[config.mk]
export PLATFORM = sky130hd
export DESIGN_NAME = btb_top
export DESIGN_NICKNAME = d
export VERILOG_FILES = /design/src/rtl/btb_pkg.sv /design/src/rtl/btb_entry.sv /design/src/rtl/btb_alloc.sv /design/src/rtl/btb_select.sv /design/src/rtl/btb_top.sv
export VERILOG_INCLUDE_DIRS = /design/src /design/src/rtl
export SDC_FILE = /design/constraint.sdc
export NUM_CORES = 1
export LEC_CHECK = 0
export ABC_AREA = 1
export BUFFER_PORTS_ARGS = -buffer_cell sky130_fd_sc_hd__buf_4
export CORE_ASPECT_RATIO = 2
export CORE_MARGIN = 4
export CORE_UTILIZATION = 36
export CTS_BUF_LIST = sky130_fd_sc_hd__clkbuf_16
export DETAILED_ROUTE_END_ITERATION = 10
export GPL_ROUTABILITY_DRIVEN = 0
export HOLD_SLACK_MARGIN = 0.12
export MAX_ROUTING_LAYER = met4
export PLACE_DENSITY = 0.51
export SYNTH_ARGS = -nofsm -noshare
export SYNTH_HDL_FRONTEND = slang
export SYNTH_SLANG_ARGS = --single-unit
[constraint.sdc]
create_clock -name clk -period 3.1 [get_ports clk]
set_input_delay 0.31 -clock clk [delete_from_list [all_inputs] [get_ports clk]]
set_output_delay 0.31 -clock clk [all_outputs]
set_load 0.02 [all_outputs]
[src/rtl/btb_defines.svh]
`ifndef BTB_DEFINES_SVH
`define BTB_DEFINES_SVH

// table depth of two or more entries
`define BTB_ENTRIES 8

// width of branch and target addresses
`define BTB_ADDR_WIDTH 16

`endif

[src/rtl/btb_pkg.sv]
`include "btb_defines.svh"

package btb_pkg;

  // entry index width
  localparam int btb_idx_w = (`BTB_ENTRIES > 1) ? $clog2(`BTB_ENTRIES) : 1;

  // two-bit direction counter whose upper half predicts taken
  typedef enum logic [1:0] {
    strong_not_taken = 2'b00,
    weak_not_taken   = 2'b01,
    weak_taken       = 2'b10,
    strong_taken     = 2'b11
  } pred_state_t;

  // one resolved branch from the resolve stage
  typedef struct packed {
    logic [`BTB_ADDR_WIDTH-1:0] key;
    logic [`BTB_ADDR_WIDTH-1:0] target;
    logic                       taken;
  } btb_update_t;

  // lookup result back to fetch
  typedef struct packed {
    logic                       hit;
    logic [`BTB_ADDR_WIDTH-1:0] target;
  } btb_lookup_t;

endpackage

[src/rtl/btb_entry.sv]
`timescale 1ns/100ps

`include "btb_defines.svh"

module btb_entry (
  input  logic                       clk,
  input  logic                       reset,
  input  logic [`BTB_ADDR_WIDTH-1:0] lookup_key,
  input  btb_pkg::btb_update_t       update,
  input  logic                       refresh_en,
  input  logic                       replace_en,
  output logic                       key_match,
  output logic                       lookup_match,
  output logic [`BTB_ADDR_WIDTH-1:0] target
);

  import btb_pkg::*;

  logic                       occupied;
  logic [`BTB_ADDR_WIDTH-1:0] key_q;
  logic [`BTB_ADDR_WIDTH-1:0] target_q;
  pred_state_t                state_q;
  pred_state_t                state_step;
  logic                       predict_taken;

  // saturating step toward the resolved outcome
  always_comb begin
    state_step = state_q;
    case (state_q)
      strong_not_taken: begin
        state_step = update.taken ? weak_not_taken : strong_not_taken;
      end
      weak_not_taken: begin
        state_step = update.taken ? weak_taken : strong_not_taken;
      end
      weak_taken: begin
        state_step = update.taken ? strong_taken : weak_not_taken;
      end
      strong_taken: begin
        state_step = update.taken ? strong_taken : weak_taken;
      end
      default: begin
        state_step = strong_not_taken;
      end
    endcase
  end

  // occupied flag and counter
  always_ff @(posedge clk) begin
    if (reset) begin
      occupied <= 1'b0;
      state_q  <= strong_not_taken;
    end else if (replace_en) begin
      occupied <= 1'b1;
      state_q  <= update.taken ? strong_taken : strong_not_taken;
    end else if (refresh_en) begin
      state_q <= state_step;
    end
  end

  // key and target payload
  always_ff @(posedge clk) begin
    if (replace_en) begin
      key_q <= update.key;
    end
    // a not-taken refresh keeps the old target
    if (replace_en || (refresh_en && update.taken)) begin
      target_q <= update.target;
    end
  end

  assign predict_taken = (state_q == weak_taken) || (state_q == strong_taken);

  // update side compare for the allocator
  assign key_match = occupied && (update.key == key_q);

  // fetch side compare hits only when predicted taken
  assign lookup_match = occupied && (lookup_key == key_q) && predict_taken;

  assign target = target_q;

endmodule

[src/rtl/btb_alloc.sv]
`timescale 1ns/100ps

`include "btb_defines.svh"

module btb_alloc (
  input  logic                    clk,
  input  logic                    reset,
  input  logic                    update_valid,
  input  logic [`BTB_ENTRIES-1:0] key_match,
  output logic [`BTB_ENTRIES-1:0] refresh_en,
  output logic [`BTB_ENTRIES-1:0] replace_en
);

  import btb_pkg::*;

  logic [btb_idx_w-1:0]    victim_q;
  logic [btb_idx_w-1:0]    victim_next;
  logic [`BTB_ENTRIES-1:0] victim_onehot;
  logic                    any_match;
  logic                    do_replace;

  assign any_match  = |key_match;
  assign do_replace = update_valid && !any_match;

  // one-hot of the victim pointer
  always_comb begin
    victim_onehot           = '0;
    victim_onehot[victim_q] = 1'b1;
  end

  // a known key refreshes in place and a new key replaces the victim
  always_comb begin
    refresh_en = '0;
    replace_en = '0;
    if (update_valid) begin
      if (any_match) begin
        refresh_en = key_match;
      end else begin
        replace_en = victim_onehot;
      end
    end
  end

  // explicit wrap at the table depth
  always_comb begin
    if (victim_q == btb_idx_w'(`BTB_ENTRIES - 1)) begin
      victim_next = '0;
    end else begin
      victim_next = victim_q + 1'b1;
    end
  end

  // pointer only moves on a replace
  always_ff @(posedge clk) begin
    if (reset) begin
      victim_q <= '0;
    end else if (do_replace) begin
      victim_q <= victim_next;
    end
  end

endmodule

[src/rtl/btb_select.sv]
`timescale 1ns/100ps

`include "btb_defines.svh"

module btb_select (
  input  logic [`BTB_ENTRIES-1:0]                 lookup_match,
  input  logic [`BTB_ENTRIES*`BTB_ADDR_WIDTH-1:0] targets,
  output btb_pkg::btb_lookup_t                    lookup
);

  import btb_pkg::*;

  logic [btb_idx_w-1:0]       match_idx;
  logic [`BTB_ADDR_WIDTH-1:0] match_target;
  logic                       any_hit;

  // priority encode with the lowest index winning
  always_comb begin
    match_idx = '0;
    for (int i = `BTB_ENTRIES - 1; i >= 0; i--) begin
      if (lookup_match[i]) begin
        match_idx = btb_idx_w'(i);
      end
    end
  end

  assign any_hit = |lookup_match;

  // target of the selected entry
  assign match_target = targets[match_idx*`BTB_ADDR_WIDTH +: `BTB_ADDR_WIDTH];

  // zero target on a miss
  always_comb begin
    lookup.hit = any_hit;
    if (any_hit) begin
      lookup.target = match_target;
    end else begin
      lookup.target = '0;
    end
  end

endmodule

[src/rtl/btb_top.sv]
`timescale 1ns/100ps

`include "btb_defines.svh"

module btb_top (
  input  logic                       clk,
  input  logic                       reset,
  input  logic [`BTB_ADDR_WIDTH-1:0] lookup_key,
  input  logic                       update_valid,
  input  btb_pkg::btb_update_t       update,
  output btb_pkg::btb_lookup_t       lookup
);

  logic [`BTB_ENTRIES-1:0]                 key_match;
  logic [`BTB_ENTRIES-1:0]                 lookup_match;
  logic [`BTB_ENTRIES-1:0]                 refresh_en;
  logic [`BTB_ENTRIES-1:0]                 replace_en;
  logic [`BTB_ENTRIES*`BTB_ADDR_WIDTH-1:0] targets;

  // picks refresh or replace per update strobe
  btb_alloc u_alloc (
    .clk          (clk),
    .reset        (reset),
    .update_valid (update_valid),
    .key_match    (key_match),
    .refresh_en   (refresh_en),
    .replace_en   (replace_en)
  );

  // fully associative table
  for (genvar i = 0; i < `BTB_ENTRIES; i++) begin : g_entry
    btb_entry u_entry (
      .clk          (clk),
      .reset        (reset),
      .lookup_key   (lookup_key),
      .update       (update),
      .refresh_en   (refresh_en[i]),
      .replace_en   (replace_en[i]),
      .key_match    (key_match[i]),
      .lookup_match (lookup_match[i]),
      .target       (targets[i*`BTB_ADDR_WIDTH +: `BTB_ADDR_WIDTH])
    );
  end

  // hit flag and target mux
  btb_select u_select (
    .lookup_match (lookup_match),
    .targets      (targets),
    .lookup       (lookup)
  );

endmodule

==> impl_metrics.env <==
export IMPL_cp_end_kind="output pin"
export IMPL_synth_edf_count=256
export IMPL_hold_violations=0
export IMPL_synth_ff_type="edfxtp_1"
export IMPL_drcViolationCount=0
export IMPL_cp_arrival_ns=3.07
export IMPL_fillerInstances=4242
export IMPL_via_count=14400
export IMPL_grt_pass1_wl_um=91700
export IMPL_max_stage_delay_ns=0.49
export IMPL_highest_layer="met4"
export IMPL_grt_pass1_vias=14500
export IMPL_via_per_inst=5.42
export IMPL_synth_area_um2=15900
export IMPL_die_h_um=305
export IMPL_htreeDepth=1
export IMPL_clk_pin_slew_ns=0.07
export IMPL_cp_max_fo=5
export IMPL_slowest_stage="edfxtp_1"
export IMPL_num_rows=108
export IMPL_worstMarginPinSlew_ns=0.848
export IMPL_clock_path_buffers=3
export IMPL_required_ns=2.79
export IMPL_wl_met2_um=33300
export IMPL_ys_async_sr_fraction=0
export IMPL_fin_skew_ns=0.0207
export IMPL_firstDrtPassIters=6
export IMPL_hold_end="g_entry[0].u_entry.key_q[5]"
export IMPL_drive_gt1_frac=0.227
export IMPL_slew_headroom=0.434
export IMPL_initial_utilization=0.366
export IMPL_final_setup_worst_slack_ns=-0.285
export IMPL_place_detailed_hpwl_um=47400
export IMPL_rsz0062_at_grt="yes"
export IMPL_p_total_uw=8740
export IMPL_synth_seq_area_share=0.517
export IMPL_io_pins=69
export IMPL_chipWidth_um=157
export IMPL_nets=2135
export IMPL_root_buffer="clkbuf_16"
export IMPL_hold_class="input pin to flip-flop"
export IMPL_fmax_ghz=0.295
export IMPL_grt_usage=0.269
export IMPL_core_region_area_um2=43500
export IMPL_syn_nets=1924
export IMPL_critPathKind="flip-flop to output pin"
export IMPL_reg2regPathDepth=15
export IMPL_peakVddDrop_mv=0.387
export IMPL_ant_nets=0
export IMPL_drt_iter0_markers=1033
export IMPL_ys_types=48
export IMPL_leakage_uw=0.00861
export IMPL_grt_max_degree=37
export IMPL_wl_met3_um=3630
export IMPL_crit_chain="buf_4 > nor2_1 > inv_1 > nand3_2 > nor3_2 > nand4_1 > buf_4 > nand2_4 > nand2_4 > nand2_8 > nand2_8 > buf_12 > buf_12 > nand2_4 > nand3_2 > nand3_2 > nand2_2 > buf_6"
export IMPL_wirelength_met1_um=20200
export IMPL_status="finished with violations"
export IMPL_cts_tree="yes"
export IMPL_finalCritPeriodShare=1.09
export IMPL_cellPowerDensity_nw_per_um2=432
export IMPL_drt_wl_total_um=64600
export IMPL_dieArea_um2=47800
export IMPL_antenna_found_initial=1
export IMPL_grt_overflow=0
export IMPL_worstReg2RegEnd="g_entry[6].u_entry.target[1]"
export IMPL_syn2layout_area_growth_pct=27.1
export IMPL_fin_setup_tns_ns=-3.66
export IMPL_holdPathStages=2
export IMPL_slew_viol_final=0
export IMPL_violations="setup timing"
export IMPL_clk_latency_ns=0.57
export IMPL_port_buffers=68
export IMPL_rrSetupSlack_ns=0.28
export IMPL_post_drt_wl_per_cell_um=24.4
export IMPL_ys_seq_elements=283
export IMPL_cp_start_kind="flip-flop"
export IMPL_r2r_start="g_entry[4].u_entry.key_q[0]"
export IMPL_max_cap_violations=0
export IMPL_synth_cells=1870
export IMPL_cts_sinks=283
export IMPL_numCtsBuffers=27
export IMPL_min_period_ns=3.38
export IMPL_synth_avg_cell_area_um2=8.51
export IMPL_finalSetupViolations=16
export IMPL_yosysWarnings=0
export IMPL_worstHoldStart="update[22]"
-- per-layer routing --
metal	global-route usage	vias to the layer above
met4	0.229	0
met1	0.253	6732
met5	-	-
met3	0.0344	321
li1	-	6645
met2	0.472	672
-- layout by cell type, fill, tap and decap left out, types with 29 or more instances in the layout --
master / instances
buf_12: 37
inv_1: 227
a21oi_1: 36
xor2_1: 42
xnor2_1: 29
nor2_1: 149
o21ai_0: 47
buf_4: 155
nor3_1: 31
nand2_1: 470
nand3_2: 64
nand2_2: 42
clkbuf_16: 31
nand3_1: 154
nand4_1: 43
edfxtp_1: 256
-- report_power, final --
part / leakage, µW / switching, µW / internal, µW
Sequential: 0.00255 / 61.3 / 4260
Combinational: 0.00563 / 670 / 357
Clock: 0.000442 / 1590 / 1800
Total: 0.00861 / 2330 / 6420
-- cells in the mapped netlist, drive strengths merged (3+ instances only) --
master / instances / area (µm²)
a21oi: 38 / 198
buf: 59 / 452
clkbuf: 5 / 18.8
dfxtp: 27 / 541
edfxtp: 256 / 7690
inv: 253 / 950
nand2: 526 / 2040
nand3: 223 / 1220
nand3b: 11 / 82.6
nand4: 43 / 269
nor2: 159 / 622
nor3: 36 / 185
nor3b: 6 / 55.1
nor4: 11 / 68.8
o2111ai: 3 / 26.3
o211ai: 7 / 52.6
o21ai: 67 / 335
o221ai: 3 / 26.3
o22ai: 25 / 156
o31ai: 6 / 45.0
or2: 20 / 130
xnor2: 33 / 289
xor2: 43 / 377
-- per-stage QoR --
stage	utilization	setup WS (ns)	cells	instance area [µm²]	hold WS [ns]
global placement	0.414	0.00406	2544	18000	0.508
detailed placement	0.414	-0.0105	2544	18000	0.502
CTS	0.448	-0.216	2627	19500	0.125
finish	0.465	-0.285	2653	20200	0.147
floorplan	-	-0.00338	1870	15900	0.409
global route	0.465	-0.371	2653	20200	0.134
-- logic make-up after synthesis --
logic type | count (synthesis) | synth area share
buf+inv | 318 | 0.0895
fa+ha+maj | 2 | 0.00157
compound gates | 152 | 0.0542
xor+xnor | 76 | 0.0418
flops | 283 | 0.517
simple gates | 1039 | 0.296
-- repair_timing --
action	CTS	global route
setup buffers	10	21
setup endpoints to repair	17	40
gates cloned	2	6
hold buffers	21	0
gates resized for setup	58	124
pin swaps	7	52
endpoints found under the hold margin	156	0
-- worst max-delay path by stage --
stage / from / end / cells after the start / slack (ns)
2_1_floorplan: update[24] / g_entry[0].u_entry.target[0] / 13 / -0.003
3_3_place_gp: lookup_key[0] / lookup[5] / 18 / 0.004
3_5_place_dp: lookup_key[9] / lookup[15] / 16 / -0.01
4_1_cts: g_entry[3].u_entry.key_q[10] / lookup[12] / 15 / -0.22
5_1_grt: g_entry[1].u_entry.key_q[14] / lookup[4] / 15 / -0.37
6_report: g_entry[3].u_entry.key_q[0] / lookup[4] / 18 / -0.28
-- sequential cells by signal, indices dropped and copies added (netlist names) --
signal / count
g_entry.u_entry.key_q: 128
u_alloc.victim_q: 3
g_entry.u_entry.state_q: 16
g_entry.u_entry.target: 128
g_entry.u_entry.occupied: 8
-- cell type report --
| type | instances | area (µm²) | area share |
|---|---|---|---|
| inverter | 254 | 963 | 0.0476 |
| sequential | 283 | 8230 | 0.407 |
| tap | 550 | 688 | 0.0340 |
| clock inverter | 23 | 205 | 0.0101 |
| antenna | 1 | 2.50 | 0.000124 |
| clock buffer | 27 | 676 | 0.0334 |
| timing repair buffer | 244 | 2530 | 0.125 |
| multi-input combinational | 1271 | 6930 | 0.342 |
-- worst max-delay path: cells and delay by family, from the launching register on --
kind	cells	cell delay, ns
flip-flops	1	0.49
AND/OR/NAND/NOR	12	1.11
buffers and inverters	6	0.90
(Power assumes the default switching activity.)
